==> src/hw/sifh_config.svh <==
`ifndef SIFH_CONFIG_SVH
`define SIFH_CONFIG_SVH

// ********************************************************************
// sizes of the histogram estimator
// ********************************************************************

// timestamp code width
`define TS_W 10
// bin index width, coarse and fine histograms share it
`define BIN_W 6

// pixel group
`define PIX_NUM 4
`define PIX_W 2

// stream order per pass
`define DATA_NUM 2
`define ACQ_NUM 4

// saturating count per bin
`define COUNT_W 8

`endif

==> src/hw/sifhPkg.sv <==
`default_nettype none

`include "sifh_config.svh"

package sifhPkg;

    // vectors with a meaning of their own
    typedef logic [`TS_W-1:0] tsT;
    typedef logic [`BIN_W-1:0] binT;
    typedef logic [`PIX_W-1:0] pixT;
    typedef logic [`COUNT_W-1:0] countT;

    // fine window start for every pixel of the group
    typedef tsT [`PIX_NUM-1:0] windowArrT;

    // histogram memory phases
    typedef enum logic [1:0] {
        COLLECT,
        SCAN,
        EMIT
    } histStateT;

endpackage

`default_nettype wire

==> src/hw/sifhIf.sv <==
`timescale 1ns/1ps
`default_nettype none


// ********************************************************************
// peak bins from the histogram memory to the window calculator
// ********************************************************************
interface peakBusIf;
    import sifhPkg::*;

    logic valid;
    logic ready;
    pixT pixel;
    binT bin;

    modport src (output valid, output pixel, output bin, input ready);
    modport dst (input valid, input pixel, input bin, output ready);
endinterface

`default_nettype wire

==> src/hw/windowCalc.sv <==
`timescale 1ns/1ps
`default_nettype none

`include "sifh_config.svh"

module windowCalc (
    input  wire logic          clk,
    input  wire logic          combin_res,
    peakBusIf.dst              peakIn,
    output sifhPkg::windowArrT windowLow,
    output logic               windowsValid,
    output logic               resultValid,
    input  wire logic          resultReady,
    output sifhPkg::pixT       resultPixel,
    output sifhPkg::tsT        resultTime
);
    import sifhPkg::*;

    // highest start that still leaves a full window
    localparam int WIN_MAX = (1 << `TS_W) - (1 << `BIN_W);
    localparam int HALF_BIN = 1 << (`BIN_W - 1);

    // pass of the incoming peaks
    logic passBit;
    pixT peakCnt;
    pixT resCnt;

    logic peakTake;
    logic resTake;
    tsT winStart;

    // coarse bin to a window centred on it, kept inside the code range
    function automatic tsT clampWindow(input binT coarse);
        int start;
        start = (int'(coarse) << (`TS_W - `BIN_W)) - HALF_BIN;
        if (start < 0) begin
            start = 0;
        end else if (start > WIN_MAX) begin
            start = WIN_MAX;
        end
        return tsT'(start);
    endfunction

    // fine peaks wait for a free result slot
    assign peakIn.ready = !passBit || !resultValid || resultReady;
    assign peakTake = peakIn.valid && peakIn.ready;
    assign resTake = resultValid && resultReady;
    assign winStart = clampWindow(peakIn.bin);

    always_ff @(posedge clk or negedge combin_res) begin
        if (!combin_res) begin
            passBit <= 1'b0;
            peakCnt <= '0;
            resCnt <= '0;
            windowsValid <= 1'b0;
            resultValid <= 1'b0;
            windowLow <= '0;
        end else begin
            if (resTake) begin
                resultValid <= 1'b0;
                // windows retire with the last result of the frame
                if (resCnt == pixT'(`PIX_NUM - 1)) begin
                    resCnt <= '0;
                    windowsValid <= 1'b0;
                end else begin
                    resCnt <= resCnt + 1'b1;
                end
            end
            if (peakTake) begin
                if (!passBit) begin
                    windowLow[peakIn.pixel] <= winStart;
                end else begin
                    resultValid <= 1'b1;
                end
                if (peakCnt == pixT'(`PIX_NUM - 1)) begin
                    peakCnt <= '0;
                    passBit <= ~passBit;
                    if (!passBit) begin
                        windowsValid <= 1'b1;
                    end
                end else begin
                    peakCnt <= peakCnt + 1'b1;
                end
            end
        end
    end

    // final time is window start plus fine peak
    always_ff @(posedge clk) begin
        if (peakTake && passBit) begin
            resultPixel <= peakIn.pixel;
            resultTime <= windowLow[peakIn.pixel] + tsT'(peakIn.bin);
        end
    end

endmodule

`default_nettype wire

==> src/flat_wrapper.sv <==
// flat-port wrapper written by rule: the top's interface ports become plain ports
module windowCalc_flat import sifhPkg::*;
  (clk, combin_res, windowLow, windowsValid, resultValid, resultReady, resultPixel, resultTime, peakIn_valid, peakIn_pixel, peakIn_bin, peakIn_ready);
  peakBusIf peakIn_i ();
  input  wire logic clk;
  input  wire logic combin_res;
  output sifhPkg::windowArrT windowLow;
  output logic windowsValid;
  output logic resultValid;
  input  wire logic resultReady;
  output sifhPkg::pixT resultPixel;
  output sifhPkg::tsT resultTime;
  input wire logic [$bits(peakIn_i.valid)-1:0] peakIn_valid;
  input wire logic [$bits(peakIn_i.pixel)-1:0] peakIn_pixel;
  input wire logic [$bits(peakIn_i.bin)-1:0] peakIn_bin;
  output wire logic [$bits(peakIn_i.ready)-1:0] peakIn_ready;
  assign peakIn_i.valid = peakIn_valid;
  assign peakIn_i.pixel = peakIn_pixel;
  assign peakIn_i.bin = peakIn_bin;
  assign peakIn_ready = peakIn_i.ready;
  windowCalc u_core (.clk(clk), .combin_res(combin_res), .peakIn(peakIn_i), .windowLow(windowLow), .windowsValid(windowsValid), .resultValid(resultValid), .resultReady(resultReady), .resultPixel(resultPixel), .resultTime(resultTime));
endmodule
==> config.mk <==
export PLATFORM = sky130hd
export DESIGN_NAME = windowCalc_flat
export DESIGN_NICKNAME = d
export VERILOG_FILES = /design/src/hw/sifhPkg.sv /design/src/hw/sifhIf.sv /design/src/hw/windowCalc.sv /design/src/flat_wrapper.sv
export VERILOG_INCLUDE_DIRS = /design/src /design/src/hw
export SDC_FILE = /design/constraint.sdc
export NUM_CORES = 1
export LEC_CHECK = 0
export BUFFER_PORTS_ARGS = -buffer_cell sky130_fd_sc_hd__buf_4
export CORE_UTILIZATION = 47
export CTS_BUF_LIST = sky130_fd_sc_hd__clkbuf_8
export CTS_CLUSTER_DIAMETER = 50
export CTS_CLUSTER_SIZE = 12
export DETAILED_ROUTE_END_ITERATION = 6
export GPL_ROUTABILITY_DRIVEN = 1
export PLACE_DENSITY = 0.76
export SKIP_CTS_REPAIR_TIMING = 1
export SYNTH_ARGS = -nofsm -noshare
export SYNTH_HDL_FRONTEND = slang
export SYNTH_SLANG_ARGS = --single-unit
==> constraint.sdc <==
create_clock -name clk -period 1.95 [get_ports clk]
set_input_delay 0.0975 -clock clk [delete_from_list [all_inputs] [get_ports clk]]
set_output_delay 0.0975 -clock clk [all_outputs]
set_load 0.01 [all_outputs]
==> results.toml, run 1 <==
[critical_path]
endpoint_kind = "flop"
worst-path-max-fanout = 3
startpoint_type = "flop"
criticalPathCategory = "flop to flop"
arrival_ps = 1900
required_ps = 2000
crit_family = "adder cells"
critPathSlowestCell = "mux4_2"
worstPathCellList = "mux4_2 -> ha_1 -> fa_2 -> xor2_1"
cp.buffers_inverters = 0
rrSetupSlack_ps = 100
cpPeakStageDelay_ps = 470

[clocking]
cts_buffers = 5
cts_sinks = 43
cts_buffer_depth = 2
htreeDepth = 2
insertion_delay_ps = 290
clk_pin_slew_ps = 70
cts_tree = "done"
root_buffer = "clkbuf_8"

[sta]
hold_ws_ps = 16.6
rsz0062_at_grt = "no"
tightestPinTransition_ps = 503
max_freq_mhz = 541
hold_violations = 0
final-setup-viol-count = 0
fin_crit_ps = 1850
totalNegativeSetupSlack_ps = 0
slew_viol_final = 0
max_slew_margin = 0.665
period_share = 0.948
finClkSkew_ps = 4.77

[synth]
yosysTopAreaCell = "dfrtp_1"
synth_top_area_frac = 0.364
synthCells = 176
ys_seq_elements = 43
synth.distinct_cells = 34
yosysMostFrequentCell = "nand2_1"
ys.flop_type = "dfrtp_1"
yosysWarningCount = 0
ys_seq_area_frac = 0.533
synth.avg_cell_area_sq_um = 12.1
netlist_area_sq_mm = 0.00213
synth_commonest_cells = "33 x nand2_1, 31 x dfrtp_1, 16 x buf_4, 13 x o21ai_0, 12 x edfxtp_1"
synth_edf_count = 12
synthArstFlopShare = 0.721
synthTopCellsByArea = "dfrtp_1 36%, edfxtp_1 17%, mux4_2 6.3%"

[global_routing]
grt_pass1_vias = 1325
grt_use_met1 = 0.245
grt_use_met2 = 0.282
use_met3 = 0.0523
grt_overflow = 0
grt_max_degree = 32
grt_use_total = 0.181
grt_busiest_layer = "met2"
grt_pass1_wl_mm = 6.65
grt_antenna_before_repair = 0

[drt]
wl_per_cell_microns = 14.1
ant_nets = 0
totalWireLength_mm = 4.02
vias_per_cell = 4.93
drtIter0Drc = 72
vias = 1405
drc = 0
dr.pass1.iters = 6

[power_and_ir_drop]
power.leakage_nw = 1.22
vdd.ir_drop.worst_uv = 753
p_per_area_mw_per_mm2 = 1390

[cells_and_area]
final.fill_count = 371
diodes = 0
regArea_sq_mm = 0.00114
fin_nets = 250
multi_input_area_sq_um = 890
drive_gt1_frac = 0.361
area_delta_synth_final_pct = 22.9

[floorplan]
die_area_sq_mm = 0.00481
dieHeight_microns = 69.4
start_util = 0.490
ios = 67
fp-row-count = 24
die_x_microns = 69.4
core_sq_mm = 0.00435

[place]
place.gp.congestion = 0.779
dp_hpwl_mm = 3.02
port_buffers = 50

[flow_run]
maxCapViolCount = 0

[worst_hold_path]
hold_class = "input pin to flop"

[run_status]
outcome = "completed"
-- logic make-up after synthesis --
group / share of synthesized area
other: 0.00176
adders and majority gates: 0.0387
muxes: 0.0897
buffers and inverters: 0.0780
and+or+nand+nor: 0.117
xor gates and xnor gates: 0.0246
AOI/OAI and AO/OA: 0.118
DFF: 0.533
-- cell usage in the layout, fill, tap and decap left out --
master         count
a211o_1            1
a21o_1             2
a21oi_1            2
and2_1             1
buf_4             54
clkbuf_8           6
clkinv_2           1
conb_1            16
dfrtp_1           31
dlygate4sd3_1      2
edfxtp_1          12
fa_2               1
ha_1               5
inv_1              5
mux2_2             3
mux2i_4            1
mux4_2             6
nand2_1           33
nand2b_1           4
nand3_1            2
nand4_1            1
nand4b_1           1
nor2_1             1
nor2b_1            2
nor3_1             3
nor3b_1            2
o21ai_0           13
o21ai_2            8
o311ai_4           2
o31ai_1            4
or3_4              2
xnor2_1            5
xor2_1             1
-- stage by stage --
stage	utilization	worst slack [ps]	area, sq um	instances	power (mW)
after CTS	0.597	32.6	2600	283	3.68
final	0.602	102	2620	285	3.64
after global routing	0.602	36.6	2620	285	3.89
after floorplan	-	63.1	2190	191	2.40
after global placement	0.576	75.8	2510	275	3.05
after detailed placement	0.576	39.0	2510	275	3.10
-- sequential cells by signal, summed over array words and instances, names as in the netlist --
signal,count
u_core.windowsValid,1
u_core.windowLow,24
u_core.resultTime,10
u_core.resCnt,2
u_core.passBit,1
u_core.peakCnt,2
u_core.resultValid,1
u_core.resultPixel,2
-- worst paths after layout --
kind / depth (start not counted) / start / end
setup / recovery: 4 / u_core.windowLow[34] / u_core.resultTime[6]
hold / removal: 1 / peakIn_bin[3] / u_core.resultTime[3]
setup reg to reg: 4 / u_core.windowLow[34] / u_core.resultTime[6]
hold reg to reg: 2 / u_core.windowsValid / u_core.windowsValid
max in group asynchronous: 2 / combin_res / u_core.windowLow[34]
min in group asynchronous: 2 / combin_res / u_core.peakCnt[1]
-- routing by layer --
layer | wire (microns) | up-vias
met4 | 51 | 0
met5 | 0 | -
met3 | 202 | 5
met1 | 1800 | 657
li1 | - | 699
met2 | 1960 | 44
-- power by group --
| group | switching [mW] | leakage (nW) | total [mW] | internal, mW |
|---|---|---|---|---|
| combinational | 0.691 | 0.673 | 1.47 | 0.781 |
| clock | 0.285 | 0.0524 | 0.565 | 0.280 |
| sequential | 0.255 | 0.500 | 1.60 | 1.34 |
| total | 1.23 | 1.22 | 3.64 | 2.40 |
-- cell type report --
class	instances	share of cell area
sequential	43	0.433
multi-input combinational	122	0.339
timing repair buffer	56	0.162
clock buffer	6	0.0315
tap	52	0.0248
inverter	4	0.00573
clock inverter	2	0.00334
Note: power is estimated with default switching activity, not from simulation.
==> run 2, diff against run 1 <==
--- a/config.mk
+++ b/config.mk
@@ -7,6 +7,7 @@
 export NUM_CORES = 1
 export LEC_CHECK = 0
 export BUFFER_PORTS_ARGS = -buffer_cell sky130_fd_sc_hd__buf_4
+export CORE_MARGIN = 10
 export CORE_UTILIZATION = 47
 export CTS_BUF_LIST = sky130_fd_sc_hd__clkbuf_8
 export CTS_CLUSTER_DIAMETER = 50
@@ -14,6 +15,7 @@
 export DETAILED_ROUTE_END_ITERATION = 6
 export GPL_ROUTABILITY_DRIVEN = 1
 export PLACE_DENSITY = 0.76
+export RECOVER_POWER = 25
 export SKIP_CTS_REPAIR_TIMING = 1
 export SYNTH_ARGS = -nofsm -noshare
 export SYNTH_HDL_FRONTEND = slang
==> results.toml, run 2 (same netlist as run 1, synthesis figures left out) <==
[place]
place.gp.congestion = 0.706
dp.cells = 276
dp_hpwl_mm = 3.69
port_buffers = 50

[critical_path]
regToRegStartpoint = "u_core.windowLow[14]"
ff2ff_path_depth = 4
required_ps = 2000
crit_start = "u_core.windowLow[14]"
crit_end = "u_core.resultTime[6]"
worst-path-max-fanout = 3
rrSetupSlack_ps = 90
arrival_ps = 1910
criticalPathCategory = "flop to flop"
endpoint_kind = "flop"
startpoint_type = "flop"
timing.rr.end = "u_core.resultTime[6]"

[drt]
vias_per_cell = 5.04
drc = 0
drtIter0Drc = 88
wl_per_cell_microns = 16.9
totalWireLength_mm = 4.84
ant_nets = 0
vias = 1446
dr.pass1.iters = 4

[sta]
period_share = 0.952
max_freq_mhz = 539
tightestPinTransition_ps = 778
hold_violations = 0
finClkSkew_ps = 4.19
slew_viol_final = 0
totalNegativeSetupSlack_ps = 0
final-setup-viol-count = 0
rsz0062_at_grt = "no"
fin_crit_ps = 1860
max_slew_margin = 0.481

[floorplan]
fp-row-count = 24
dieHeight_microns = 87.4
core_sq_mm = 0.00438
ios = 67
die_area_sq_mm = 0.00763
die_x_microns = 87.4
start_util = 0.487

[global_routing]
grt_overflow = 0
grt_antenna_before_repair = 0
grt_use_total = 0.130
grt_pass1_vias = 1458
grt_max_degree = 32
grt_pass1_wl_mm = 7.62

[cells_and_area]
drive_gt1_frac = 0.349
largest_reg_flops = 24
final.fill_count = 366
fin_cells = 287
diodes = 0
top_regs = "u_core.windowLow x24, u_core.resultTime x10"
regArea_sq_mm = 0.00114
layout_common_cells = "50 x buf_4, 33 x nand2_1, 31 x dfrtp_1, 16 x conb_1, 13 x o21ai_0"
fin_nets = 252
final_common_cell = "buf_4"
area_delta_synth_final_pct = 24.2
multi_input_area_sq_um = 890
regMostFlops = "u_core.windowLow"

[clocking]
cts_buffers = 5
cts_buffer_depth = 2
cts_sinks = 43
root_buffer = "clkbuf_8"
cts_tree = "done"
insertion_delay_ps = 300
htreeDepth = 2
clk_pin_slew_ps = 80

[power_and_ir_drop]
p_per_area_mw_per_mm2 = 1450
vdd.ir_drop.worst_uv = 645
power.leakage_nw = 1.23
total_power_mw = 3.84

[run_status]
outcome = "completed"

[worst_hold_path]
hold_class = "input pin to flop"

[flow_run]
maxCapViolCount = 0
==> run 2: cell types whose count changed in the layout (fill, tap and decap cells not counted) <==
cell and delta:
buf_4 -4, bufinv_16 +1, clkbuf_1 +4, clkbuf_2 +1, dlygate4sd3_1 +1, inv_1 -1
==> run 2: how the worst min path moves through the flow <==
stage / slack [ps] / cells after the start / start / to
floorplan: -200 / 0 / combin_res / u_core.passBit
global placement: 50 / 1 / combin_res / u_core.peakCnt[0]
detailed placement: 50 / 1 / combin_res / u_core.passBit
CTS: -270 / 1 / combin_res / u_core.passBit
global route: 80 / 3 / peakIn_valid / u_core.resultValid
finish: 60 / 3 / peakIn_valid / u_core.resultValid
==> run 2: per-stage QoR <==
stage	hold WS, ps	worst slack [ps]	util	area (sq um)
3_3_place_gp	53.2	80.1	0.574	2520
4_1_cts	-273	27.2	0.601	2630
5_1_grt	81.4	34.0	0.604	2650
3_5_place_dp	53.9	38.0	0.574	2520
6_report	64.6	94.4	0.604	2650
2_1_floorplan	-198	63.1	-	2190
==> run 2: area by class of cell <==
cell class / instances / area share
clock buffers: 6 / 0.0312
clock inverters: 2 / 0.0132
inverters: 4 / 0.00567
multi-input cells: 122 / 0.336
flip-flops and latches: 43 / 0.429
well taps: 52 / 0.0246
repair buffers: 58 / 0.161
==> run 2: where the power goes <==
| part | switching (mW) | internal (mW) |
|---|---|---|
| logic | 0.736 | 0.792 |
| clock network | 0.299 | 0.414 |
| registers | 0.260 | 1.34 |
| total | 1.30 | 2.55 |
==> run 2: critical path: stages, from the launching register on <==
cell     delay, ps
dfrtp_1        400
mux4_2         450
ha_1           220
fa_2           360
xor2_1         180
==> run 2: routing by layer <==
metal / part of all wire / vias up / global-route usage
met2: 0.51 / 46 / 0.202
met4: 0.017 / 0 / 0.0522
met1: 0.40 / 690 / 0.158
met5: 0 / - / 0
met3: 0.077 / 7 / 0.0487
li1: - / 703 / -
==> run 3, diff against run 2 <==
--- a/config.mk
+++ b/config.mk
@@ -7,14 +7,16 @@
 export NUM_CORES = 1
 export LEC_CHECK = 0
 export BUFFER_PORTS_ARGS = -buffer_cell sky130_fd_sc_hd__buf_4
+export CELL_PAD_IN_SITES_DETAIL_PLACEMENT = 0
+export CELL_PAD_IN_SITES_GLOBAL_PLACEMENT = 1
 export CORE_MARGIN = 10
-export CORE_UTILIZATION = 47
+export CORE_UTILIZATION = 37
 export CTS_BUF_LIST = sky130_fd_sc_hd__clkbuf_8
 export CTS_CLUSTER_DIAMETER = 50
 export CTS_CLUSTER_SIZE = 12
 export DETAILED_ROUTE_END_ITERATION = 6
 export GPL_ROUTABILITY_DRIVEN = 1
-export PLACE_DENSITY = 0.76
+export PLACE_DENSITY = 0.77
 export RECOVER_POWER = 25
 export SKIP_CTS_REPAIR_TIMING = 1
 export SYNTH_ARGS = -nofsm -noshare
==> results.toml, run 3 (same netlist as run 1, synthesis figures left out) <==
[cells_and_area]
largest_reg_flops = 24
final.fill_count = 558
regMostFlops = "u_core.windowLow"
final_area_sq_mm = 0.00262
area_delta_synth_final_pct = 22.6
drive_gt1_frac = 0.333
top_regs = "u_core.windowLow x24, u_core.resultTime x10"
final_common_cell = "buf_4"
diodes = 0
fin_nets = 251
multi_input_area_sq_um = 890
regArea_sq_mm = 0.00114
layout_common_cells = "49 x buf_4, 33 x nand2_1, 31 x dfrtp_1, 16 x conb_1, 13 x o21ai_0"
finish.utilization = 0.472

[floorplan]
ios = 67
dieHeight_microns = 95.9
start_util = 0.385
core_sq_mm = 0.00554
fp-row-count = 27
die_area_sq_mm = 0.00920
die_x_microns = 95.9

[place]
dp_hpwl_mm = 3.80
place.gp.congestion = 0.773
post_dp_cell_area_sq_mm = 0.00255
port_buffers = 50
dp_slack_ps = 24.6

[clocking]
insertion_delay_ps = 290
cts_buffers = 5
cts_tree = "done"
htreeDepth = 2
cts_sinks = 43
cts_buffer_depth = 2
clk_pin_slew_ps = 80
root_buffer = "clkbuf_8"

[worst_hold_path]
hold_class = "input pin to flop"

[sta]
fin_crit_ps = 1890
slew_viol_final = 0
max_freq_mhz = 530
rsz0062_at_grt = "no"
tightestPinTransition_ps = 773
hold_violations = 0
fin_ws_ps = 62.1
max_slew_margin = 0.485
finClkSkew_ps = 6.04
period_share = 0.968
final-setup-viol-count = 0
totalNegativeSetupSlack_ps = 0

[critical_path]
critPathSlowestCell = "mux4_2"
arrival_ps = 1940
endpoint_kind = "flop"
criticalPathCategory = "flop to flop"
worst-path-max-fanout = 3
startpoint_type = "flop"
worstPathCellList = "mux4_2 -> ha_1 -> fa_2 -> xor2_1"
crit_family = "adder cells"
required_ps = 2000
cp.buffers_inverters = 0
cpPeakStageDelay_ps = 470

[global_routing]
grt_use_total = 0.110
grt_pass1_wl_mm = 7.67
grt_max_degree = 32
grt_overflow = 0
grt_antenna_before_repair = 0
grt_pass1_vias = 1441

[run_status]
outcome = "completed"

[drt]
ant_nets = 0
wl_per_cell_microns = 16.4
vias = 1438
drc = 0
dr.pass1.iters = 4
drtIter0Drc = 57
totalWireLength_mm = 5.02
vias_per_cell = 4.70

[power_and_ir_drop]
vdd.ir_drop.worst_uv = 560
power.leakage_nw = 1.20
p_per_area_mw_per_mm2 = 1400

[flow_run]
maxCapViolCount = 0
run 3: layout make-up:
cell class | instances | area share
inverter | 4 | 0.00574
clock buffer | 5 | 0.0263
sequential | 43 | 0.434
clock inverter | 3 | 0.00430
tap | 72 | 0.0344
multi-input combinational | 122 | 0.340
timing repair buffer | 57 | 0.155
run 3: worst paths after layout:
| check | startpoint | end | slack [ps] | depth (start not counted) |
|---|---|---|---|---|
| max | u_core.windowLow[4] | u_core.resultTime[6] | 60 | 4 |
| min | peakIn_valid | u_core.resultValid | 80 | 3 |
| max reg2reg | u_core.windowLow[4] | u_core.resultTime[6] | 60 | 4 |
| min reg2reg | u_core.windowsValid | u_core.windowsValid | 480 | 2 |
| max in group asynchronous | combin_res | u_core.resCnt[0] | 1050 | 2 |
| min in group asynchronous | combin_res | u_core.peakCnt[0] | 410 | 2 |
run 3: layer usage:
layer  wire length (microns)  track usage  share of wire  vias to the layer above
li1                        -            -              -                      698
met1                    2130        0.133           0.42                      678
met2                    2420        0.175           0.48                       55
met3                     399       0.0412          0.079                        7
met4                      70       0.0405          0.014                        0
met5                       0            0              0                        -
run 3: worst register-to-register path, delay by kind of cell, from the launching register on:
family / cells / cell delay (ps)
xor gates and xnor gates: 1 / 170
adders and majority gates: 2 / 610
DFF: 1 / 400
muxes: 1 / 470
run 3: power breakdown:
group	internal [mW]	leakage, nW	total [mW]	switching [mW]
clock	0.239	0.0444	0.530	0.291
combinational	0.800	0.656	1.54	0.742
sequential	1.34	0.500	1.59	0.250
total	2.38	1.20	3.67	1.28
run 3: metrics by stage:
step                power, mW  cells  hold WS (ps)
floorplan                2.40    191          -198
global placement         3.14    297          56.5
detailed placement       3.19    297          52.5
CTS                      3.72    305          -265
global route             3.96    306           102
finish                   3.67    306          83.5
