==> config.mk <==
export PLATFORM = sky130hd
export DESIGN_NAME = dataFilter_flat
export DESIGN_NICKNAME = d
export VERILOG_FILES = /design/src/hw/sifhPkg.sv /design/src/hw/sifhIf.sv /design/src/hw/dataFilter.sv /design/src/flat_wrapper.sv
export VERILOG_INCLUDE_DIRS = /design/src /design/src/hw
export SDC_FILE = /design/constraint.sdc
export NUM_CORES = 1
export LEC_CHECK = 0
export ABC_AREA = 1
export BUFFER_PORTS_ARGS = -buffer_cell sky130_fd_sc_hd__buf_2
export CORE_UTILIZATION = 48
export CTS_CLUSTER_SIZE = 12
export DETAILED_ROUTE_END_ITERATION = 8
export PLACE_DENSITY_LB_ADDON = 0.05
export SLEW_MARGIN = 20
export SYNTH_ARGS = -nofsm -noshare
export SYNTH_HDL_FRONTEND = slang
export SYNTH_SLANG_ARGS = --single-unit
==> constraint.sdc <==
create_clock -name clk -period 3.2 [get_ports clk]
set_input_delay 0.64 -clock clk [delete_from_list [all_inputs] [get_ports clk]]
set_output_delay 0.64 -clock clk [all_outputs]
set_load 0.05 [all_outputs]
==> src/hw/sifh_config.svh <==
`ifndef SIFH_CONFIG_SVH
`define SIFH_CONFIG_SVH

// ********************************************************************
// sizes of the histogram estimator
// ********************************************************************

// timestamp code width
`define TS_W 10
// bin index width, coarse and fine histograms share it
`define BIN_W 6

// pixel group
`define PIX_NUM 4
`define PIX_W 2

// stream order per pass
`define DATA_NUM 2
`define ACQ_NUM 4

// saturating count per bin
`define COUNT_W 8

`endif

==> src/hw/sifhPkg.sv <==
`default_nettype none

`include "sifh_config.svh"

package sifhPkg;

    // vectors with a meaning of their own
    typedef logic [`TS_W-1:0] tsT;
    typedef logic [`BIN_W-1:0] binT;
    typedef logic [`PIX_W-1:0] pixT;
    typedef logic [`COUNT_W-1:0] countT;

    // fine window start for every pixel of the group
    typedef tsT [`PIX_NUM-1:0] windowArrT;

    // histogram memory phases
    typedef enum logic [1:0] {
        COLLECT,
        SCAN,
        EMIT
    } histStateT;

endpackage

`default_nettype wire

==> src/hw/sifhIf.sv <==
`timescale 1ns/1ps
`default_nettype none

// ********************************************************************
// bin records from the filter to the histogram memory
// ********************************************************************
interface binBusIf;
    import sifhPkg::*;

    logic valid;
    logic ready;
    pixT pixel;
    binT bin;
    // final record of a pass
    logic last;

    modport src (output valid, output pixel, output bin, output last, input ready);
    modport dst (input valid, input pixel, input bin, input last, output ready);
endinterface


`default_nettype wire

==> src/hw/dataFilter.sv <==
`timescale 1ns/1ps
`default_nettype none

`include "sifh_config.svh"

module dataFilter (
    input  wire logic               clk,
    input  wire logic               combin_res,
    input  wire logic               sampleValid,
    output logic                    sampleReady,
    input  wire sifhPkg::tsT        sampleTime,
    input  wire sifhPkg::windowArrT windowLow,
    input  wire logic               windowsValid,
    binBusIf.src                    binOut
);
    import sifhPkg::*;

    localparam int SAMP_W = (`DATA_NUM > 1) ? $clog2(`DATA_NUM) : 1;
    localparam int ACQ_W = (`ACQ_NUM > 1) ? $clog2(`ACQ_NUM) : 1;

    // stream position
    logic [SAMP_W-1:0] sampleCnt;
    pixT pixCnt;
    logic [ACQ_W-1:0] acqCnt;
    // 0 coarse, 1 fine
    logic passBit;

    logic accept;
    logic lastSample;
    logic inWindow;
    logic keepSample;
    tsT winStart;
    tsT winOffset;
    binT coarseBin;
    binT fineBin;
    binT selBin;

    // one-deep output register
    logic outValid;
    pixT outPixel;
    binT outBin;
    logic outLast;

    // free slot, and in fine pass only once windows are known
    assign sampleReady = (!outValid || binOut.ready) && (!passBit || windowsValid);
    assign accept = sampleValid && sampleReady;

    assign lastSample = (sampleCnt == SAMP_W'(`DATA_NUM - 1)) &&
                        (pixCnt == pixT'(`PIX_NUM - 1)) &&
                        (acqCnt == ACQ_W'(`ACQ_NUM - 1));

    always_comb begin
        winStart = windowLow[pixCnt];
        winOffset = sampleTime - winStart;
        // top bits give the coarse bin
        coarseBin = sampleTime[`TS_W-1 -: `BIN_W];
        fineBin = winOffset[`BIN_W-1:0];
        // offset must fit in one bin index
        inWindow = (sampleTime >= winStart) && (winOffset < tsT'(1 << `BIN_W));
        selBin = passBit ? fineBin : coarseBin;
        keepSample = !passBit || inWindow;
    end

    always_ff @(posedge clk or negedge combin_res) begin
        if (!combin_res) begin
            sampleCnt <= '0;
            pixCnt <= '0;
            acqCnt <= '0;
            passBit <= 1'b0;
            outValid <= 1'b0;
        end else begin
            if (accept) begin
                // dropped samples leave the slot empty, a dropped last still closes the pass
                outValid <= keepSample || lastSample;
                if (sampleCnt == SAMP_W'(`DATA_NUM - 1)) begin
                    sampleCnt <= '0;
                    if (pixCnt == pixT'(`PIX_NUM - 1)) begin
                        pixCnt <= '0;
                        if (acqCnt == ACQ_W'(`ACQ_NUM - 1)) begin
                            acqCnt <= '0;
                            passBit <= ~passBit;
                        end else begin
                            acqCnt <= acqCnt + 1'b1;
                        end
                    end else begin
                        pixCnt <= pixCnt + 1'b1;
                    end
                end else begin
                    sampleCnt <= sampleCnt + 1'b1;
                end
            end else if (binOut.ready) begin
                outValid <= 1'b0;
            end
        end
    end

    // record payload
    always_ff @(posedge clk) begin
        if (accept) begin
            if (keepSample) begin
                outPixel <= pixCnt;
                outBin <= selBin;
            end else begin
                // all ones pixel and bin mark a non-counting last record
                outPixel <= '1;
                outBin <= '1;
            end
            outLast <= lastSample;
        end
    end

    assign binOut.valid = outValid;
    assign binOut.pixel = outPixel;
    assign binOut.bin = outBin;
    assign binOut.last = outLast;

endmodule

`default_nettype wire

==> src/flat_wrapper.sv <==
// flat-port wrapper written by rule: the top's interface ports become plain ports
module dataFilter_flat import sifhPkg::*;
  (clk, combin_res, sampleValid, sampleReady, sampleTime, windowLow, windowsValid, binOut_valid, binOut_pixel, binOut_bin, binOut_last, binOut_ready);
  binBusIf binOut_i ();
  input  wire logic clk;
  input  wire logic combin_res;
  input  wire logic sampleValid;
  output logic sampleReady;
  input  wire sifhPkg::tsT sampleTime;
  input  wire sifhPkg::windowArrT windowLow;
  input  wire logic windowsValid;
  output wire logic [$bits(binOut_i.valid)-1:0] binOut_valid;
  output wire logic [$bits(binOut_i.pixel)-1:0] binOut_pixel;
  output wire logic [$bits(binOut_i.bin)-1:0] binOut_bin;
  output wire logic [$bits(binOut_i.last)-1:0] binOut_last;
  input wire logic [$bits(binOut_i.ready)-1:0] binOut_ready;
  assign binOut_valid = binOut_i.valid;
  assign binOut_pixel = binOut_i.pixel;
  assign binOut_bin = binOut_i.bin;
  assign binOut_last = binOut_i.last;
  assign binOut_i.ready = binOut_ready;
  dataFilter u_core (.clk(clk), .combin_res(combin_res), .sampleValid(sampleValid), .sampleReady(sampleReady), .sampleTime(sampleTime), .windowLow(windowLow), .windowsValid(windowsValid), .binOut(binOut_i));
endmodule
==> results of run 1 <==
-- metal layers --
metal / vias to the layer above / global-route usage / routed length (µm)
met3: 5 / 0.0179 / 142
met4: 0 / 0.0748 / 42
met1: 662 / 0.277 / 1540
met2: 51 / 0.402 / 1610
li1: 821 / - / -
met5: - / 0 / 0
-- cells by family after synthesis --
group           Yosys count
xor+xnor                  6
flops                    16
fa+ha+maj                13
mux                       1
buf+inv                  28
compound gates           35
simple gates            110
-- flip-flops by register name, indices dropped and copies added, names as in the netlist --
| signal | count |
|---|---|
| u_core.sampleCnt | 1 |
| u_core.passBit | 1 |
| u_core.binOut.pixel | 2 |
| u_core.pixCnt | 2 |
| u_core.binOut.bin | 6 |
| u_core.binOut.last | 1 |
| u_core.binOut.valid | 1 |
| u_core.acqCnt | 2 |
-- synthesized netlist by cell type, types with 2 or more instances --
cell	count
or2_1	2
nor2_1	23
nand2_2	7
nand2_1	59
edfxtp_1	9
inv_1	19
clkbuf_1	7
o21ai_0	5
a21oi_1	15
xor2_1	5
ha_1	12
dfrtp_1	7
nor2_2	4
inv_2	2
a32o_1	8
nand3_1	8
-- stage by stage --
step	instance area, µm²	power, W	hold slack [ns]	worst slack, ns	instances
2_1_floorplan	1510	0.00146	0.344	0.737	209
3_5_place_dp	1880	0.00172	0.480	0.468	311
5_1_grt	1900	0.00204	0.170	0.121	315
3_3_place_gp	1880	0.00171	0.479	0.528	311
6_report	1900	0.00182	0.175	0.464	315
4_1_cts	1900	0.00183	0.172	0.472	315
-- critical path, stage by stage, from the launching register on --
cell	delay, ns
dfrtp_1	0.38
inv_1	0.33
buf_4	0.24
nand2_1	0.06
a32o_1	0.23
ha_1	0.38
nand2_1	0.08
nor2_1	0.16
nand3_1	0.12
nand3_1	0.10
nand2_1	0.06
nand2_2	0.08
nand3_4	0.10
nand2_2	0.11
nand2_1	0.06
-- path summary, 6_finish.rpt --
check                      slack, ns                      to              from
max reg2reg                     0.46  u_core.binOut.pixel[1]  u_core.pixCnt[0]
min in group clk                0.50        u_core.acqCnt[1]  u_core.acqCnt[1]
max                             0.46  u_core.binOut.pixel[1]  u_core.pixCnt[0]
min reg2reg                     0.50        u_core.acqCnt[1]  u_core.acqCnt[1]
max in group asynchronous       2.88     u_core.binOut.valid        combin_res
min                             0.18        u_core.acqCnt[0]        combin_res
-- layout make-up --
type                    instances  area, µm²  area share
clock buffers                   4       26.3      0.0138
inverters                      21       78.8      0.0414
multi-input cells             165        960       0.504
flip-flops and latches         16        445       0.234
well taps                      42       52.6      0.0276
repair buffers                 67        340       0.179
-- layout by cell type (no fill, tap or decap) --
| cell type | count |
|---|---|
| or2_2 | 1 |
| edfxtp_1 | 9 |
| nand3b_1 | 1 |
| nor2_4 | 1 |
| nand2_2 | 7 |
| nor2_1 | 23 |
| or2_1 | 2 |
| o22ai_1 | 1 |
| o21a_1 | 1 |
| nand3_4 | 1 |
| a32oi_1 | 1 |
| nand3_1 | 8 |
| dfrtp_1 | 7 |
| o21ai_0 | 5 |
| nand2_1 | 59 |
| o21ai_2 | 1 |
| o21ai_1 | 1 |
| a21oi_1 | 15 |
| buf_2 | 65 |
| a32o_1 | 8 |
| buf_4 | 2 |
| nor2_2 | 4 |
| inv_2 | 2 |
| mux2_1 | 1 |
| xnor2_1 | 1 |
| and3_1 | 1 |
| fa_1 | 1 |
| nand3_2 | 1 |
| ha_1 | 12 |
| o21bai_1 | 1 |
| nand4_1 | 1 |
| a21boi_0 | 1 |
| inv_1 | 19 |
| clkbuf_1 | 1 |
| xor2_1 | 5 |
| clkbuf_4 | 3 |
-- power groups by stage --
stage	sequential (W)	combinational (W)	clock, W
6_report	0.000347	0.00137	0.000104
5_1_grt	0.000356	0.00157	0.000118
4_1_cts	0.000347	0.00138	0.000109
3_5_place_dp	0.000352	0.00137	0
3_3_place_gp	0.000350	0.00136	0
2_1_floorplan	0.000422	0.00103	0
==> metrics.yaml, run 1 <==
run_status:
  status: "complete, no violations"
cts:
  cts_tree: "yes"
  cts-htree-levels: 1
  clock-sinks: 16
  post_cts.repair.setup_buffers: 0
  cts_resized: 0
  cts_made_buffers: 3
  clk_pin_slew_ns: 0.08
  root_buffer: "clkbuf_4"
  cts_buffer_depth: 2
  clk_latency_ns: 0.28
  cts_hold_buf: 0
power:
  leakage_nw: 0.972
  p_int_w: 0.000862
  sw_frac_of_total: 0.527
  p_comb_frac: 0.752
  power_density_mw_per_mm2: 957
  vdd_drop_max_mv: 0.584
  p_clk_frac: 0.057
  p_sw_w: 0.000959
  seq_power_share: 0.190
layout:
  final.fill_count: 266
  nNetsFinal: 342
  syn_to_final_growth_pct: 26.0
  antenna_cells: 0
  drive_gt1_frac: 0.322
  final_core_util: 0.662
sta:
  finalHoldViolations: 0
  fmax_ghz: 0.365
  period_share: 0.855
  final-setup-viol-count: 0
  period_minus_slack_ns: 2.74
  tightest_slew_ns: 0.596
  grt_setup_unrepaired: "false"
  max_slew_margin: 0.603
  clock_skew_ns: 0.00237
  slew_viol_final: 0
  fin_setup_tns_ns: 0
critical_path:
  startpoint_type: "register"
  end_kind: "register"
  critPathMaxFanout: 16
  cp.arrival_ns: 2.76
  crit_type: "register to register"
  r2r_cells: 14
  required_ns: 3.22
yosys:
  muxShareOfSynthArea: 0.00746
  syn-num-nets: 277
  synth_area_leader_cell: "edfxtp_1"
  synth_cell_types: 33
  synth.area.top_cells: "edfxtp_1, nand2_1, dfrtp_1"
  syn_avg_cell_area_um2: 7.23
  ys_warn_count: 0
  synth_top_area_share: 0.179
  synth-compound-area-share: 0.153
  ys_seq_area_frac: 0.295
  yosys.area_share.xor_xnor: 0.0348
  synth-main-ff-cell: "edfxtp_1"
  synth_edf_count: 9
  async_flop_share: 0.438
  ys_ff_latch: 16
  synth_top_family_by_area: "simple AND/OR/NAND/NOR gates"
  syn_area_mm2: 0.00151
  synthCells: 209
  synth_fa_ha_area_frac: 0.113
  synthSimpleGateAreaFrac: 0.327
detailed_routing:
  num_vias: 1539
  wl_per_cell_um: 10.6
  wirelength_mm: 3.34
  final_antenna_net_count: 0
  vias_per_cell: 4.89
  drt-pass1-iter-count: 4
  drc: 0
  drt_iter0_drc: 33
placement:
  dpl.hpwl_mm: 2.79
  gp_congestion: 0.834
  portBuffers: 65
global_routing:
  grt_max_degree: 22
  grt_pass1_vias: 1399
  grt_pass1_wl_mm: 5.73
  grt_use_total: 0.222
  overflow: 0
  antenna_found_initial: 0
hold_path:
  min_path_type: "input pin to asynchronous set/reset pin"
floorplan:
  row_count: 19
  die_h_um: 58.1
  ioPinCount: 66
  design.die.area_mm2: 0.00337
  start_util: 0.525
  die_w_um: 58.1
  fp.coreArea_mm2: 0.00288
run:
  max_cap_violations: 0
Note: power is estimated with default switching activity, not from simulation.
==> run 2: changes to the inputs <==
Settings changed: CORE_MARGIN set to 1.5.
==> run 2 against run 1 <==
Against the previous run: hold slack worse by 0.0084 ns; clock power grew 4%; register-to-register slack improved by 0.07 ns; critical endpoint is now u_core.binOut.bin[1]; non-clock buffer count stayed put; fmax rose by 2.6%; core utilization down 3.2 points.
==> metrics.yaml, run 2 (same netlist as run 1, synthesis figures left out) <==
critical_path:
  r2r-start: "u_core.pixCnt[1]"  # was u_core.pixCnt[0]
  critPathLaunch: "u_core.pixCnt[1]"  # was u_core.pixCnt[0]
  end_kind: "register"  # unchanged
  required_ns: 3.25  # was 3.22 ns
  cp.arrival_ns: 2.71  # was 2.76 ns
  startpoint_type: "register"  # unchanged
  crit_type: "register to register"  # unchanged
  critPathMaxFanout: 21  # was 16
layout:
  final_cell_mix: "buf_2, nand2_1, nor2_1"  # unchanged
  largest_reg_flops: 6  # unchanged
  syn_to_final_growth_pct: 26.2  # was 26.0%
  final_common_cell: "buf_2"  # unchanged
  nNetsFinal: 342  # unchanged
  antenna_cells: 0  # unchanged
  drive_gt1_frac: 0.322  # unchanged
sta:
  fmax_ghz: 0.375  # was 0.365 GHz
  period_minus_slack_ns: 2.67  # was 2.74 ns
  final-setup-viol-count: 0  # unchanged
  setup_ws_ns: 0.533  # was 0.464 ns
  slew_viol_final: 0  # unchanged
  grt_setup_unrepaired: "false"  # unchanged
  clock_skew_ns: 0.00412  # was 0.00237 ns
  finalHoldViolations: 0  # unchanged
  period_share: 0.833  # was 0.855
  fin_setup_tns_ns: 0  # unchanged
  max_slew_margin: 0.599  # was 0.603
  tightest_slew_ns: 0.601  # was 0.596 ns
placement:
  dpl.hpwl_mm: 2.81  # was 2.79 mm
  gp_congestion: 0.789  # was 0.834
  post-place-ws_ns: 0.496  # was 0.468 ns
  portBuffers: 65  # unchanged
floorplan:
  fp.coreArea_mm2: 0.00303  # was 0.00288 mm²
  die_w_um: 59.1  # was 58.1 µm
  row_count: 20  # was 19
  die_h_um: 59.1  # was 58.1 µm
  ioPinCount: 66  # unchanged
  start_util: 0.499  # was 0.525
  design.die.area_mm2: 0.00349  # was 0.00337 mm²
hold_path:
  min_path_type: "input pin to asynchronous set/reset pin"  # unchanged
power:
  p_clk_frac: 0.059  # was 0.057
  power_w: 0.00181  # was 0.00182 W
  sw_frac_of_total: 0.526  # was 0.527
  p_sw_w: 0.000954  # was 0.000959 W
  p_comb_frac: 0.749  # was 0.752
  vdd_drop_max_mv: 0.512  # was 0.584 mV
  leakage_nw: 0.972  # unchanged
  seq_power_share: 0.192  # was 0.190
  power_density_mw_per_mm2: 952  # was 957 mW/mm²
  p_int_w: 0.000861  # was 0.000862 W
detailed_routing:
  vias_per_cell: 4.81  # was 4.89
  wl_per_cell_um: 10.4  # was 10.6 µm
  wirelength_mm: 3.30  # was 3.34 mm
  drt_iter0_drc: 39  # was 33
  drt-pass1-iter-count: 4  # unchanged
  num_vias: 1525  # was 1539
  drc: 0  # unchanged
  final_antenna_net_count: 0  # unchanged
cts:
  cts_hold_buf: 0  # unchanged
  cts_tree: "yes"  # unchanged
  cts_resized: 0  # unchanged
  cts_made_buffers: 3  # unchanged
  root_buffer: "clkbuf_4"  # unchanged
  post_cts.repair.setup_buffers: 0  # unchanged
  cts-htree-levels: 1  # unchanged
  cts_buffer_depth: 2  # unchanged
  clk_latency_ns: 0.29  # was 0.28 ns
  clock-sinks: 16  # unchanged
  clk_pin_slew_ns: 0.08  # about the same
run:
  max_cap_violations: 0  # unchanged
global_routing:
  grt_max_degree: 22  # unchanged
  overflow: 0  # unchanged
  grt_pass1_vias: 1309  # was 1399
  grt_use_total: 0.207  # was 0.222
  grt_pass1_wl_mm: 5.51  # was 5.73 mm
  antenna_found_initial: 0  # unchanged
run_status:
  status: "complete, no violations"  # unchanged
-- run 2: area by class of cell --
cell class	instances	area (µm²)
Clock buffer	4	26.3
Fill cell	315	1120
Inverter	21	78.8
Multi-Input combinational cell	165	960
Sequential cell	16	445
Tap cell	44	55.1
Timing Repair Buffer	67	340
-- run 2: power groups by stage --
stage	logic (W)	registers, W	clock network [W]
floorplan	0.00103	0.000422	0
global placement	0.00137	0.000352	0
detailed placement	0.00137	0.000353	0
CTS	0.00138	0.000348	0.000109
global route	0.00156	0.000357	0.000125
finish	0.00136	0.000348	0.000108
-- run 2: layer usage --
layer | up-vias | part of all wire | GRT usage
met1 | 671 | 0.47 | 0.255
met4 | 0 | 0.011 | 0.0779
met2 | 32 | 0.50 | 0.376
met5 | - | 0 | 0
met3 | 3 | 0.025 | 0.0131
li1 | 819 | - | -
-- run 2: stage by stage --
stage | hold WS, ns | util | instance area, µm² | std cells
after floorplan | 0.344 | - | 1510 | 209
after global placement | 0.471 | 0.621 | 1880 | 313
after detailed placement | 0.478 | 0.621 | 1880 | 313
after CTS | 0.169 | 0.629 | 1910 | 317
after global routing | 0.154 | 0.629 | 1910 | 317
final | 0.167 | 0.629 | 1910 | 317
-- run 2: critical path: stages (launching register included) --
cell	delay, ns
dfrtp_1	0.40
inv_1	0.46
a21oi_1	0.08
a32oi_1	0.30
inv_1	0.08
ha_1	0.30
nand2_1	0.06
nor2_1	0.12
nand3_1	0.10
nand3_1	0.09
nand2_1	0.06
nand2_2	0.08
nand3_4	0.10
nand2_2	0.11
nand3_1	0.07
-- run 2: final timing paths --
check | endpoint | slack (ns) | depth (start not counted)
max | u_core.binOut.bin[1] | 0.53 | 14
min | u_core.sampleCnt | 0.17 | 1
max reg2reg | u_core.binOut.bin[1] | 0.53 | 14
min reg2reg | u_core.acqCnt[1] | 0.50 | 1
max in group asynchronous | u_core.binOut.valid | 2.88 | 1
min in group clk | u_core.acqCnt[1] | 0.50 | 1
==> run 3: changes to the inputs <==
Settings changed: CORE_UTILIZATION 48 to 43.
Clock period 3.2 ns to 2.22 ns, I/O delays scaled along.
==> run 3 against run 2 <==
Against the previous run: the flow now finishes with violations (setup timing); non-clock buffer count grew 26; core utilization is 6.2 points higher; sequential share of layout area decreased by 4.2 points; design area up 22%; clock skew decreased by 0.00055 ns; combinational power rose by 110%; flip-flop and latch count did not move; critical path type unchanged; critical endpoint unchanged; largest cell class unchanged.
==> metrics.yaml, run 3 (same netlist as run 1, synthesis figures left out) <==
sta:
  grt_setup_unrepaired: "true"  # was false
  fmax_ghz: 0.411  # was 0.375 GHz
  period_minus_slack_ns: 2.44  # was 2.67 ns
  slew_viol_final: 0  # unchanged
  clock_skew_ns: 0.00357  # was 0.00412 ns
  max_slew_margin: 0.715  # was 0.599
  setup_ws_ns: -0.215  # was 0.533 ns
  period_share: 1.10  # was 0.833
  final-setup-viol-count: 9  # was 0
  finalHoldViolations: 0  # unchanged
  hold_ws_ns: 0.494  # was 0.167 ns
  tightest_slew_ns: 0.428  # was 0.601 ns
critical_path:
  worstReg2RegEnd: "u_core.binOut.bin[1]"  # unchanged
  crit_chain: "buf_6 > a21oi_2 > a32oi_2 > buf_4 > fa_2 > o21ai_2 > nand3_2 > nand3_2 > nand2_1 > nor2_2 > nand3_4 > nand2_4 > nand3_1"  # was inv_1 > a21oi_1 > a32oi_1 > inv_1 > ha_1 > nand2_1 > nor2_1 > nand3_1 > nand3_1 > nand2_1 > nand2_2 > nand3_4 > nand2_2 > nand3_1
  required_ns: 2.27  # was 3.25 ns
  crit_type: "register to register"  # unchanged
  reg2reg_slack_ns: -0.22  # was 0.53 ns
  r2r-start: "u_core.pixCnt[0]"  # was u_core.pixCnt[1]
  critPathMaxFanout: 18  # was 21
  startpoint_type: "register"  # unchanged
  cp_slowest_cell: "dfrtp_2"  # was inv_1
  end_kind: "register"  # unchanged
  cp.arrival_ns: 2.48  # was 2.71 ns
  slowest_delay_ns: 0.47  # was 0.46 ns
  r2r_cells: 13  # was 14
  cpMostUsedCell: "nand3_2"  # was nand3_1
detailed_routing:
  wirelength_mm: 4.22  # was 3.30 mm
  final_antenna_net_count: 0  # unchanged
  drt-pass1-iter-count: 4  # unchanged
  drc: 0  # unchanged
  wl_per_cell_um: 12.2  # was 10.4 µm
  num_vias: 1715  # was 1525
  vias_per_cell: 4.97  # was 4.81
  drt_iter0_drc: 36  # was 39
placement:
  portBuffers: 65  # unchanged
  dpl.hpwl_mm: 3.24  # was 2.81 mm
  dpl.cell_count: 336  # was 313
  gp_congestion: 0.860  # was 0.789
  place_area_mm2: 0.00207  # was 0.00188 mm²
layout:
  nNetsFinal: 368  # was 342
  final_common_cell: "buf_2"  # unchanged
  syn_to_final_growth_pct: 54.0  # was 26.2%
  postLayoutCellArea_mm2: 0.00233  # was 0.00191 mm²
  final.fill_count: 328  # was 315
  largest_reg_flops: 6  # unchanged
  antenna_cells: 0  # unchanged
  final_cells: 345  # was 317
  drive_gt1_frac: 0.468  # was 0.322
  final_cell_mix: "buf_2, nand2_1, buf_4"  # was buf_2, nand2_1, nor2_1
run_status:
  status: "complete, but fails checks"  # was complete, no violations
  violations: "setup timing"
global_routing:
  grt_max_degree: 19  # was 22
  grt_pass1_vias: 1670  # was 1309
  grt_pass1_wl_mm: 6.99  # was 5.51 mm
  overflow: 0  # unchanged
  grt_use_total: 0.224  # was 0.207
  antenna_found_initial: 0  # unchanged
power:
  leakage_nw: 1.14  # was 0.972 nW
  vdd_drop_max_mv: 0.946  # was 0.512 mV
  power_density_mw_per_mm2: 1530  # was 952 mW/mm²
hold_path:
  min_from: "sampleTime[7]"
  worstHoldEndpoint: "u_core.binOut.bin[3]"
  min_path_type: "input pin to register"  # was input pin to asynchronous set/reset pin
  hold_depth: 3
cts:
  clock-sinks: 16  # unchanged
  cts-htree-levels: 1  # unchanged
  clk_latency_ns: 0.29  # about the same
  cts_made_buffers: 3  # unchanged
  cts_tree: "yes"  # unchanged
  cts_buffer_depth: 2  # unchanged
  root_buffer: "clkbuf_4"  # unchanged
  clk_pin_slew_ns: 0.09  # was 0.08 ns
floorplan:
  die_w_um: 62.3  # was 59.1 µm
  row_count: 21  # was 20
  fp.coreArea_mm2: 0.00336  # was 0.00303 mm²
  ioPinCount: 66  # unchanged
  design.die.area_mm2: 0.00388  # was 0.00349 mm²
  die_h_um: 62.3  # was 59.1 µm
  start_util: 0.449  # was 0.499
run:
  max_cap_violations: 0  # unchanged
==> run 3: changes by cell type in the layout (fill, tap and decap cells not counted), moves of 3 or more <==
cell     previous run  this run
buf_4               2        22
ha_1               12         4
ha_4                0         7
nand2_1            59        55
a21oi_1            15        12
a21oi_2             0         3
a32o_1              8         5
a32o_2              0         3
nand2_2             7        10
==> run 3: layout make-up <==
cell class | instances | area (µm²) | area share
inverter | 21 | 83.8 | 0.0360
tap | 46 | 57.6 | 0.0247
clock inverter | 1 | 3.75 | 0.00161
clock buffer | 3 | 22.5 | 0.00968
multi-input combinational | 165 | 1110 | 0.477
timing repair buffer | 93 | 602 | 0.259
sequential | 16 | 447 | 0.192
==> run 3: how the worst max path moves through the flow <==
stage,from,to
after global placement,u_core.pixCnt[0],u_core.binOut.bin[0]
final,u_core.pixCnt[0],u_core.binOut.bin[1]
after detailed placement,u_core.pixCnt[0],u_core.binOut.bin[1]
after floorplan,u_core.pixCnt[0],u_core.binOut.bin[1]
after CTS,u_core.pixCnt[0],u_core.binOut.bin[1]
after global routing,u_core.pixCnt[0],u_core.binOut.bin[1]
==> run 3: timing repair <==
action,CTS,global route
endpoints found under the setup margin,9,9
hold endpoints to repair,7,0
hold buffers,1,0
resized for setup,13,15
setup buffers,1,1
pin swaps,1,5
cloned,0,2
==> run 3: per-layer routing <==
metal | part of all wire | global-route usage | vias up | wire (µm)
li1 | - | - | 875 | -
met1 | 0.41 | 0.260 | 773 | 1730
met2 | 0.53 | 0.420 | 60 | 2230
met3 | 0.042 | 0.0145 | 7 | 176
met4 | 0.019 | 0.100 | 0 | 80
met5 | 0 | 0 | - | 0
==> run 3: where the power goes <==
group / internal (W) / leakage, nW / switching, W / total, W
registers: 0.000433 / 0.149 / 0.0000909 / 0.000524
logic: 0.00136 / 0.972 / 0.00153 / 0.00289
clock network: 0.0000654 / 0.0154 / 0.0000906 / 0.000156
total: 0.00185 / 1.14 / 0.00171 / 0.00357
==> run 3: per-stage QoR <==
stage / TNS, ns / util / power [W] / worst slack, ns
6_report: -1.73 / 0.692 / 0.00357 / -0.215
5_1_grt: -2.98 / 0.692 / 0.00388 / -0.350
4_1_cts: -1.46 / 0.660 / 0.00332 / -0.181
3_5_place_dp: -2.23 / 0.617 / 0.00294 / -0.267
3_3_place_gp: -2.35 / 0.617 / 0.00292 / -0.274
2_1_floorplan: -0.956 / - / 0.00216 / -0.129
==> run 3: worst max-delay path: cells and delay by family, from the launching register on <==
kind | cells | cell delay [ns]
fa+ha+maj | 1 | 0.36
simple gates | 7 | 0.64
flops | 1 | 0.47
buf+inv | 2 | 0.33
compound gates | 3 | 0.38
